===== config.mk =====
export PLATFORM = sky130hd
export DESIGN_NAME = placer_top
export DESIGN_NICKNAME = d
export VERILOG_FILES = /design/src/place_pkg.sv /design/src/edge_fifo.sv /design/src/grid_map.sv /design/src/offset_rom.sv /design/src/place_fsm.sv /design/src/placer_top.sv
export SDC_FILE = /design/constraint.sdc
export NUM_CORES = 1
export LEC_CHECK = 0
export BUFFER_PORTS_ARGS = -buffer_cell sky130_fd_sc_hd__buf_2
export CAP_MARGIN = 10
export CORE_UTILIZATION = 60
export CTS_CLUSTER_DIAMETER = 40
export CTS_CLUSTER_SIZE = 16
export DETAILED_ROUTE_END_ITERATION = 7
export PLACE_DENSITY_LB_ADDON = 0.2
export SETUP_SLACK_MARGIN = 0.15
export SKIP_CTS_REPAIR_TIMING = 1
export SYNTH_ARGS = -nofsm -noshare
export SYNTH_HDL_FRONTEND = slang
export SYNTH_SLANG_ARGS = --single-unit

===== constraint.sdc =====
create_clock -name clk -period 8.1 [get_ports clk]
set_clock_uncertainty 0.2 [all_clocks]
set_input_delay 1.62 -clock clk [delete_from_list [all_inputs] [get_ports clk]]
set_output_delay 1.62 -clock clk [all_outputs]
set_load 0.1 [all_outputs]

===== src/place_pkg.sv =====
`default_nettype none

package place_pkg;

	localparam int GRID_N    = 4;   // cells per side
	localparam int COORD_W   = 2;
	localparam int NODE_W    = 4;
	localparam int N_NODES   = 16;
	localparam int N_OFFSETS = 28;
	localparam int OFS_W     = 4;   // signed, holds -4..4
	localparam int STEP_W    = 5;
	localparam int CREDITS   = 4;   // buffer depth = sender's starting credits
	localparam int COST_W    = 10;

	localparam logic [1:0] OP_START  = 2'd1;
	localparam logic [1:0] OP_FINISH = 2'd2;

	// placement controller states
	localparam logic [2:0] ST_IDLE     = 3'd0;
	localparam logic [2:0] ST_LOOKUP   = 3'd1;
	localparam logic [2:0] ST_SEARCH   = 3'd2;
	localparam logic [2:0] ST_FAILED   = 3'd3;
	localparam logic [2:0] ST_FINISHED = 3'd4;

	// one input word, read as an edge or as a command depending on in_cmd
	typedef union packed {
		struct packed {
			logic [NODE_W-1:0] src;
			logic [NODE_W-1:0] dst;
		} link;
		struct packed {
			logic [1:0]        op;
			logic              pad_hi;
			logic [NODE_W-1:0] node;   // start node
			logic              pad_lo;
		} cmd;
	} in_word_u;

endpackage

`default_nettype wire


===== src/edge_fifo.sv =====
`default_nettype none
`timescale 1ns/1ns

module edge_fifo (
	input  logic                clk,
	input  logic                rst,
	input  logic                in_valid,
	input  logic                in_cmd,
	input  place_pkg::in_word_u in_word,
	input  logic                fifo_pop,
	output logic                fifo_valid,
	output logic                fifo_cmd,
	output place_pkg::in_word_u fifo_word,
	output logic                credit_ret
);
	import place_pkg::*;

	// pointers wrap on their own, CREDITS is a power of two
	logic [$clog2(CREDITS)-1:0] wr_ptr;
	logic [$clog2(CREDITS)-1:0] rd_ptr;
	logic [$clog2(CREDITS):0]   count;
	in_word_u                   word_mem [CREDITS];
	logic [CREDITS-1:0]         cmd_mem;
	logic                       pop_ok;

	assign pop_ok     = fifo_pop && fifo_valid;
	assign fifo_valid = (count != '0);
	assign fifo_word  = word_mem[rd_ptr];
	assign fifo_cmd   = cmd_mem[rd_ptr];

	// sender never writes past its credits, so no full check here
	always_ff @(posedge clk) begin
		if (in_valid) begin
			word_mem[wr_ptr] <= in_word;
			cmd_mem[wr_ptr]  <= in_cmd;
		end
	end

	always_ff @(posedge clk) begin
		if (rst) begin
			wr_ptr     <= '0;
			rd_ptr     <= '0;
			count      <= '0;
			credit_ret <= 1'b0;
		end else begin
			if (in_valid)
				wr_ptr <= wr_ptr + 1'b1;
			if (pop_ok)
				rd_ptr <= rd_ptr + 1'b1;
			case ({in_valid, pop_ok})
				2'b10:   count <= count + 1'b1;
				2'b01:   count <= count - 1'b1;
				default: count <= count;   // both or neither
			endcase
			credit_ret <= pop_ok;   // one credit back per word consumed
		end
	end

endmodule

`default_nettype wire


===== src/grid_map.sv =====
`default_nettype none
`timescale 1ns/1ns

module grid_map (
	input  logic                           clk,
	input  logic                           rst,
	input  logic                           clear,
	input  logic [place_pkg::NODE_W-1:0]   rd_a,
	input  logic [place_pkg::NODE_W-1:0]   rd_b,
	output logic                           a_placed,
	output logic [place_pkg::COORD_W-1:0]  a_x,
	output logic [place_pkg::COORD_W-1:0]  a_y,
	output logic                           b_placed,
	output logic [place_pkg::COORD_W-1:0]  b_x,
	output logic [place_pkg::COORD_W-1:0]  b_y,
	input  logic [place_pkg::COORD_W-1:0]  probe_x,
	input  logic [place_pkg::COORD_W-1:0]  probe_y,
	output logic                           probe_busy,
	input  logic                           wr_en,
	input  logic [place_pkg::NODE_W-1:0]   wr_node,
	input  logic [place_pkg::COORD_W-1:0]  wr_x,
	input  logic [place_pkg::COORD_W-1:0]  wr_y
);
	import place_pkg::*;

	logic [GRID_N*GRID_N-1:0] occ;        // cell index is {x, y}
	logic [N_NODES-1:0]       placed;
	logic [COORD_W-1:0]       pos_x [N_NODES];
	logic [COORD_W-1:0]       pos_y [N_NODES];

	// node lookups, valid only where the placed flag is set
	assign a_placed = placed[rd_a];
	assign a_x      = pos_x[rd_a];
	assign a_y      = pos_y[rd_a];
	assign b_placed = placed[rd_b];
	assign b_x      = pos_x[rd_b];
	assign b_y      = pos_y[rd_b];

	assign probe_busy = occ[{probe_x, probe_y}];

	always_ff @(posedge clk) begin
		if (rst || clear) begin
			occ    <= '0;
			placed <= '0;
		end else if (wr_en) begin
			occ[{wr_x, wr_y}] <= 1'b1;
			placed[wr_node]   <= 1'b1;
		end
	end

	// positions are only read behind placed
	always_ff @(posedge clk) begin
		if (wr_en) begin
			pos_x[wr_node] <= wr_x;
			pos_y[wr_node] <= wr_y;
		end
	end

endmodule

`default_nettype wire


===== src/offset_rom.sv =====
`default_nettype none
`timescale 1ns/1ns

module offset_rom (
	input  logic [place_pkg::STEP_W-1:0]       step,
	output logic signed [place_pkg::OFS_W-1:0] dx,
	output logic signed [place_pkg::OFS_W-1:0] dy
);
	import place_pkg::*;

	// fixed greedy search order, nearest cells first
	always_comb begin
		case (step)
			// unit neighbours
			5'd0:  {dx, dy} = {4'sd0, 4'sd1};
			5'd1:  {dx, dy} = {4'sd1, 4'sd0};
			5'd2:  {dx, dy} = {4'sd0, -4'sd1};
			5'd3:  {dx, dy} = {-4'sd1, 4'sd0};
			// diagonals
			5'd4:  {dx, dy} = {-4'sd1, 4'sd1};
			5'd5:  {dx, dy} = {4'sd1, 4'sd1};
			5'd6:  {dx, dy} = {4'sd1, -4'sd1};
			5'd7:  {dx, dy} = {-4'sd1, -4'sd1};
			// two away on an axis
			5'd8:  {dx, dy} = {4'sd0, 4'sd2};
			5'd9:  {dx, dy} = {4'sd2, 4'sd0};
			5'd10: {dx, dy} = {4'sd0, -4'sd2};
			5'd11: {dx, dy} = {-4'sd2, 4'sd0};
			// knight moves
			5'd12: {dx, dy} = {-4'sd1, 4'sd2};
			5'd13: {dx, dy} = {4'sd1, 4'sd2};
			5'd14: {dx, dy} = {4'sd1, -4'sd2};
			5'd15: {dx, dy} = {-4'sd1, -4'sd2};
			5'd16: {dx, dy} = {-4'sd2, 4'sd1};
			5'd17: {dx, dy} = {4'sd2, 4'sd1};
			5'd18: {dx, dy} = {4'sd2, -4'sd1};
			5'd19: {dx, dy} = {-4'sd2, -4'sd1};
			// four away, always off a 4x4 grid from its edge
			5'd20: {dx, dy} = {4'sd0, 4'sd4};
			5'd21: {dx, dy} = {4'sd4, 4'sd0};
			5'd22: {dx, dy} = {4'sd0, -4'sd4};
			5'd23: {dx, dy} = {-4'sd4, 4'sd0};
			// long knight moves
			5'd24: {dx, dy} = {4'sd1, 4'sd3};
			5'd25: {dx, dy} = {4'sd1, -4'sd3};
			5'd26: {dx, dy} = {-4'sd1, -4'sd3};
			5'd27: {dx, dy} = {-4'sd1, 4'sd3};
			default: begin   // past the table
				dx = '0;
				dy = '0;
			end
		endcase
	end

endmodule

`default_nettype wire


===== src/place_fsm.sv =====
`default_nettype none
`timescale 1ns/1ns

module place_fsm (
	input  logic                                clk,
	input  logic                                rst,
	input  logic                                fifo_valid,
	input  logic                                fifo_cmd,
	input  place_pkg::in_word_u                 fifo_word,
	output logic                                fifo_pop,
	output logic [place_pkg::STEP_W-1:0]        step,
	input  logic signed [place_pkg::OFS_W-1:0]  dx,
	input  logic signed [place_pkg::OFS_W-1:0]  dy,
	output logic                                clear,
	output logic [place_pkg::NODE_W-1:0]        rd_a,
	output logic [place_pkg::NODE_W-1:0]        rd_b,
	input  logic                                a_placed,
	input  logic [place_pkg::COORD_W-1:0]       a_x,
	input  logic [place_pkg::COORD_W-1:0]       a_y,
	input  logic                                b_placed,
	input  logic [place_pkg::COORD_W-1:0]       b_x,
	input  logic [place_pkg::COORD_W-1:0]       b_y,
	output logic [place_pkg::COORD_W-1:0]       probe_x,
	output logic [place_pkg::COORD_W-1:0]       probe_y,
	input  logic                                probe_busy,
	output logic                                wr_en,
	output logic [place_pkg::NODE_W-1:0]        wr_node,
	output logic [place_pkg::COORD_W-1:0]       wr_x,
	output logic [place_pkg::COORD_W-1:0]       wr_y,
	output logic                                res_valid,
	output logic [place_pkg::NODE_W-1:0]        res_node,
	output logic [place_pkg::COORD_W-1:0]       res_x,
	output logic [place_pkg::COORD_W-1:0]       res_y,
	output logic [place_pkg::COST_W-1:0]        cost,
	output logic                                done,
	output logic                                fail
);
	import place_pkg::*;

	logic [2:0]               state;
	logic [NODE_W-1:0]        src_q;
	logic [NODE_W-1:0]        dst_q;        // also holds the start node
	logic                     start_pend;   // start node write due
	logic                     is_start;
	logic                     is_finish;
	logic                     is_edge;
	logic signed [OFS_W:0]    cand_x;
	logic signed [OFS_W:0]    cand_y;
	logic                     in_bounds;
	logic                     hit;
	logic [OFS_W-1:0]         abs_dx;
	logic [OFS_W-1:0]         abs_dy;
	logic [OFS_W:0]           hop_dist;
	logic [COORD_W-1:0]       dist_x;
	logic [COORD_W-1:0]       dist_y;
	logic [COORD_W:0]         link_dist;

	// words are taken only while waiting, failed or finished
	assign fifo_pop = fifo_valid &&
		(state == ST_IDLE || state == ST_FAILED || state == ST_FINISHED);
	assign is_start  = fifo_pop && fifo_cmd && (fifo_word.cmd.op == OP_START);
	assign is_finish = fifo_pop && fifo_cmd && (fifo_word.cmd.op == OP_FINISH) &&
		(state == ST_IDLE);
	assign is_edge   = fifo_pop && !fifo_cmd && (state == ST_IDLE);
	assign clear     = is_start;

	assign rd_a = src_q;
	assign rd_b = dst_q;

	// src position plus offset, widened so negatives stay visible
	assign cand_x = $signed({{(OFS_W + 1 - COORD_W){1'b0}}, a_x}) + dx;
	assign cand_y = $signed({{(OFS_W + 1 - COORD_W){1'b0}}, a_y}) + dy;
	assign in_bounds = (cand_x >= 0) && (cand_x < GRID_N) &&
		(cand_y >= 0) && (cand_y < GRID_N);
	assign probe_x = cand_x[COORD_W-1:0];
	assign probe_y = cand_y[COORD_W-1:0];
	assign hit     = (state == ST_SEARCH) && in_bounds && !probe_busy;

	// a new placement sits exactly one offset away from src
	assign abs_dx   = dx[OFS_W-1] ? -dx : dx;
	assign abs_dy   = dy[OFS_W-1] ? -dy : dy;
	assign hop_dist = {1'b0, abs_dx} + {1'b0, abs_dy};

	// both ends already placed
	assign dist_x    = (a_x > b_x) ? a_x - b_x : b_x - a_x;
	assign dist_y    = (a_y > b_y) ? a_y - b_y : b_y - a_y;
	assign link_dist = {1'b0, dist_x} + {1'b0, dist_y};

	assign wr_en   = start_pend || hit;   // never both in one cycle
	assign wr_node = dst_q;
	assign wr_x    = start_pend ? '0 : probe_x;
	assign wr_y    = start_pend ? '0 : probe_y;

	always_ff @(posedge clk) begin
		if (rst) begin
			state      <= ST_IDLE;
			step       <= '0;
			start_pend <= 1'b0;
			res_valid  <= 1'b0;
			cost       <= '0;
			done       <= 1'b0;
			fail       <= 1'b0;
		end else begin
			start_pend <= is_start;
			res_valid  <= is_start || hit;
			if (is_start) begin   // any state that pops can restart
				state <= ST_IDLE;
				cost  <= '0;
				done  <= 1'b0;
				fail  <= 1'b0;
			end else begin
				case (state)
					ST_IDLE: begin
						if (is_edge) begin
							state <= ST_LOOKUP;
						end else if (is_finish) begin
							done  <= 1'b1;
							state <= ST_FINISHED;
						end
					end
					ST_LOOKUP: begin
						if (!a_placed) begin
							fail  <= 1'b1;
							state <= ST_FAILED;
						end else if (b_placed) begin
							cost  <= cost + COST_W'(link_dist);
							state <= ST_IDLE;
						end else begin
							step  <= '0;
							state <= ST_SEARCH;
						end
					end
					ST_SEARCH: begin
						if (hit) begin
							cost  <= cost + COST_W'(hop_dist);
							state <= ST_IDLE;
						end else if (step == STEP_W'(N_OFFSETS - 1)) begin
							fail  <= 1'b1;   // table exhausted
							state <= ST_FAILED;
						end else begin
							step <= step + 1'b1;
						end
					end
					default: state <= state;   // drain words until a start
				endcase
			end
		end
	end

	always_ff @(posedge clk) begin
		if (is_edge) begin
			src_q <= fifo_word.link.src;
			dst_q <= fifo_word.link.dst;
		end else if (is_start) begin
			dst_q <= fifo_word.cmd.node;
		end
		if (is_start) begin   // start node always lands on (0,0)
			res_node <= fifo_word.cmd.node;
			res_x    <= '0;
			res_y    <= '0;
		end else if (hit) begin
			res_node <= dst_q;
			res_x    <= probe_x;
			res_y    <= probe_y;
		end
	end

endmodule

`default_nettype wire


===== src/placer_top.sv =====
`default_nettype none
`timescale 1ns/1ns

module placer_top (
	input  logic                           clk,
	input  logic                           rst,
	input  logic                           in_valid,
	input  logic                           in_cmd,
	input  place_pkg::in_word_u            in_word,
	output logic                           credit_ret,
	output logic                           res_valid,
	output logic [place_pkg::NODE_W-1:0]   res_node,
	output logic [place_pkg::COORD_W-1:0]  res_x,
	output logic [place_pkg::COORD_W-1:0]  res_y,
	output logic [place_pkg::COST_W-1:0]   cost,
	output logic                           done,
	output logic                           fail
);
	import place_pkg::*;

	// buffer to controller
	logic                     fifo_valid;
	logic                     fifo_cmd;
	in_word_u                 fifo_word;
	logic                     fifo_pop;
	// offset table
	logic [STEP_W-1:0]        step;
	logic signed [OFS_W-1:0]  dx;
	logic signed [OFS_W-1:0]  dy;
	// grid state
	logic                     clear;
	logic [NODE_W-1:0]        rd_a;
	logic [NODE_W-1:0]        rd_b;
	logic                     a_placed;
	logic [COORD_W-1:0]       a_x;
	logic [COORD_W-1:0]       a_y;
	logic                     b_placed;
	logic [COORD_W-1:0]       b_x;
	logic [COORD_W-1:0]       b_y;
	logic [COORD_W-1:0]       probe_x;
	logic [COORD_W-1:0]       probe_y;
	logic                     probe_busy;
	logic                     wr_en;
	logic [NODE_W-1:0]        wr_node;
	logic [COORD_W-1:0]       wr_x;
	logic [COORD_W-1:0]       wr_y;

	edge_fifo u_fifo (
		.clk(clk), .rst(rst), .in_valid(in_valid), .in_cmd(in_cmd), .in_word(in_word),
		.fifo_pop(fifo_pop), .fifo_valid(fifo_valid), .fifo_cmd(fifo_cmd),
		.fifo_word(fifo_word), .credit_ret(credit_ret)
	);

	offset_rom u_rom (.step(step), .dx(dx), .dy(dy));

	grid_map u_grid (
		.clk(clk), .rst(rst), .clear(clear), .rd_a(rd_a), .rd_b(rd_b),
		.a_placed(a_placed), .a_x(a_x), .a_y(a_y),
		.b_placed(b_placed), .b_x(b_x), .b_y(b_y),
		.probe_x(probe_x), .probe_y(probe_y), .probe_busy(probe_busy),
		.wr_en(wr_en), .wr_node(wr_node), .wr_x(wr_x), .wr_y(wr_y)
	);

	place_fsm u_fsm (
		.clk(clk), .rst(rst), .fifo_valid(fifo_valid), .fifo_cmd(fifo_cmd),
		.fifo_word(fifo_word), .fifo_pop(fifo_pop), .step(step), .dx(dx), .dy(dy),
		.clear(clear), .rd_a(rd_a), .rd_b(rd_b),
		.a_placed(a_placed), .a_x(a_x), .a_y(a_y),
		.b_placed(b_placed), .b_x(b_x), .b_y(b_y),
		.probe_x(probe_x), .probe_y(probe_y), .probe_busy(probe_busy),
		.wr_en(wr_en), .wr_node(wr_node), .wr_x(wr_x), .wr_y(wr_y),
		.res_valid(res_valid), .res_node(res_node), .res_x(res_x), .res_y(res_y),
		.cost(cost), .done(done), .fail(fail)
	);

endmodule

`default_nettype wire


==> reports/results.ini <==
[synth]
syn_inst = 746
synth-edff-count = 112
synthFlopType = edfxtp_1
synth_nets = 797
syn_area_um2 = 9630
async_reset_ff_share_pct = 0
post_synth_num_cell_types = 71
ys_seq_area_share_pct = 52.4
syn_avg_cell_area_um2 = 12.9
ys_ff_latch = 196
ys_warn_count = 0

[clock_network]
cts_buffers = 17
htree_levels = 4
cts_tree = done
cts_buffer_depth = 2
path_clk_slew_ns = 0.07
clockRootBuffer = clkbuf_16
clk_latency_ns = 0.44
cts_num_sinks = 196

[sta]
finalCritPeriodShare_pct = 81.2
max_slew_margin_pct = 17.4
totalNegativeSetupSlack_ns = 0
setup_ws_ns = 1.52
worstMarginPinSlew_ns = 1.23
hold_viol = 0
rsz0062_at_grt = no
finalCriticalPeriod_ns = 6.58
max_freq_mhz = 152
setup_viol = 0
finalMaxSlewViolations = 0

[floorplanning]
design.die.area_um2 = 16600
die_width_um = 129
pin_count = 34
row_count = 45
start_util_pct = 62.4
fp.coreArea_um2 = 15400
die_h_um = 129

[min_path]
min_path_type = reg -> reg

[drt]
vias = 6147
wl_per_cell_um = 20.5
vias_per_cell = 6.22
ant_nets = 0
drtIter0Drc = 519
drc = 0
drtPass1Iterations = 5
drt_wl_total_mm = 20.3

[placed_design]
gp_congestion = 0.866
port_buffers = 33
placed_cell_area_um2 = 9920
dp_slack_ns = 1.54
dp_hpwl_mm = 14.4

[cells_and_area]
register_area_um2 = 5040
multiInputGateArea_um2 = 4280
fillers = 1117
drive_gt1_share_pct = 20.7
stdcell_area_um2 = 10500
area_growth_pct = 9.05
antenna_cells = 0
fin_nets = 816

[critical_path]
crit_arrival_ns = 6.69
crit_required_ns = 8.21
cp_max_fo = 16
start_kind = flip-flop
critPathKind = reg -> reg
endpoint_kind = flip-flop

[grt]
first_global_vias = 5997
antenna_found_initial = 0
track_usage_pct = 26.2
grt_pass1_wl_mm = 32.1
grt-ovfl-total = 0
grt_max_degree = 48

[power]
power_w = 0.00428
p_per_area_nw_per_um2 = 408
power_leakage_nw = 3.84
max-vdd-ir-drop_v = 0.000345

[flow_run]
max-cap-violations = 0

[run_status]
outcome = finished, final reports clean

==> power by group <==
part	total [W]	internal (W)	switching, W	leakage [nW]
clock network	0.000832	0.000437	0.000395	0.283
registers	0.00154	0.00133	0.000215	1.70
logic	0.00191	0.000796	0.00111	1.85
total	0.00428	0.00256	0.00172	3.84
==> final timing paths <==
kind	slack, ns	start	endpoint	cells past startpoint
max	1.52	flip-flop	u_rom.dy[3]	17
max reg2reg	1.52	flip-flop	u_rom.dy[3]	17
min reg2reg	0.26	u_grid.occ[10]	u_grid.occ[10]	2
min	0.26	u_grid.occ[10]	u_grid.occ[10]	2
==> stage by stage <==
| step | utilization [%] | cells | hold slack, ns |
|---|---|---|---|
| finish | 68.0 | 988 | 0.264 |
| global route | 68.0 | 988 | 0.285 |
| CTS | 68.0 | 988 | 0.271 |
| detailed placement | 64.3 | 957 | 0.254 |
| global placement | 64.3 | 957 | 0.248 |
| floorplan | - | 746 | 0.231 |
==> cell usage after synthesis (13+ instances only) <==
master      n  area share (%)
inv_1      38             1.5
nor2_1    111             4.3
o21ai_0    13            0.68
a21oi_1    33             1.7
nand2_1    23            0.90
dfxtp_1    84              17
edfxtp_1  112              35
fa_1       13             2.7
mux4_2     56              13
nor3_1     14            0.73
mux2_2     18             2.1
clkbuf_1   24            0.94
ha_1       26             3.4
==> kinds of logic (layout without fill, tap and decap cells) <==
family                     Yosys count  count (layout)  share of synthesized area [%]
and+or+nand+nor                    241             241                           12.8
DFF                                196             196                           52.4
muxes                               89              89                           17.6
AOI/OAI and AO/OA                   88              88                           6.28
buffers and inverters               75             106                           3.17
adders and majority gates           39              39                           6.08
xor gates and xnor gates            18              18                           1.64
==> state kept, by name, indices dropped and copies added (netlist names), 4 cells and up, named ones only <==
name,flops
u_fifo.word_mem,32
u_grid.pos_x,32
u_grid.pos_y,32
u_grid.occ,16
u_grid.placed,16
u_fsm.cost,10
u_fsm.step,5
u_fifo.cmd_mem,4
u_fsm.rd_a,4
u_fsm.rd_b,4
u_fsm.res_node,4
u_rom.dx,4
u_rom.dy,4
==> layout make-up <==
cell class	count	share of cell area, %
clock buffer	17	4.05
multi-input combinational	475	40.7
timing repair buffer	36	1.79
inverter	39	1.39
sequential	196	48.1
tap	211	2.52
clock inverter	14	1.45
==> cell usage in the layout, fill, tap and decap left out, types with 3 or more instances in the layout <==
cell type and n:
nor3b_1 8, fa_1 13, mux2i_1 9, buf_2 33
or2_2 4, clkbuf_16 17, a221oi_1 3, o21ai_0 13
clkinv_4 3, nand3b_1 5, and2_1 10, nand3_1 12
buf_4 3, nor3_1 14, nand4b_1 6, or3_1 3
xnor2_1 10, and3_1 8, a21oi_1 33, inv_1 38
mux2_2 18, nor2_1 111, nand2b_1 10, inv_8 4
a31oi_1 4, a21o_1 6, nand2_1 23, mux4_2 56
dfxtp_1 84, ha_1 26, xor2_1 8, mux4_1 4
nor2b_1 10, nand4_1 4, inv_6 5, o211ai_1 4
edfxtp_1 112
==> worst max-delay path, stage by stage (launching register included) <==
cell and delay, ns:
dfxtp_1 1.04, mux4_2 0.62, mux4_2 0.51, ha_1 0.23
fa_1 0.79, mux4_2 0.55, nand2b_1 0.16, a32oi_2 0.30
nand3_2 0.21, a21oi_4 0.35, a22oi_1 0.16, nor2_1 0.20
inv_1 0.07, ha_1 0.32, inv_1 0.07, o311a_1 0.11
a211oi_1 0.42, a21boi_1 0.12
==> routing by layer <==
layer / vias to the layer above / global-route usage (%) / share of wire, %
met5: - / 0 / 0
met1: 3065 / 36.5 / 43
met3: 42 / 4.95 / 5.5
met4: 0 / 8.79 / 2.0
li1: 2812 / - / -
met2: 228 / 41.8 / 49
Note: power is estimated with default switching activity, not from simulation.
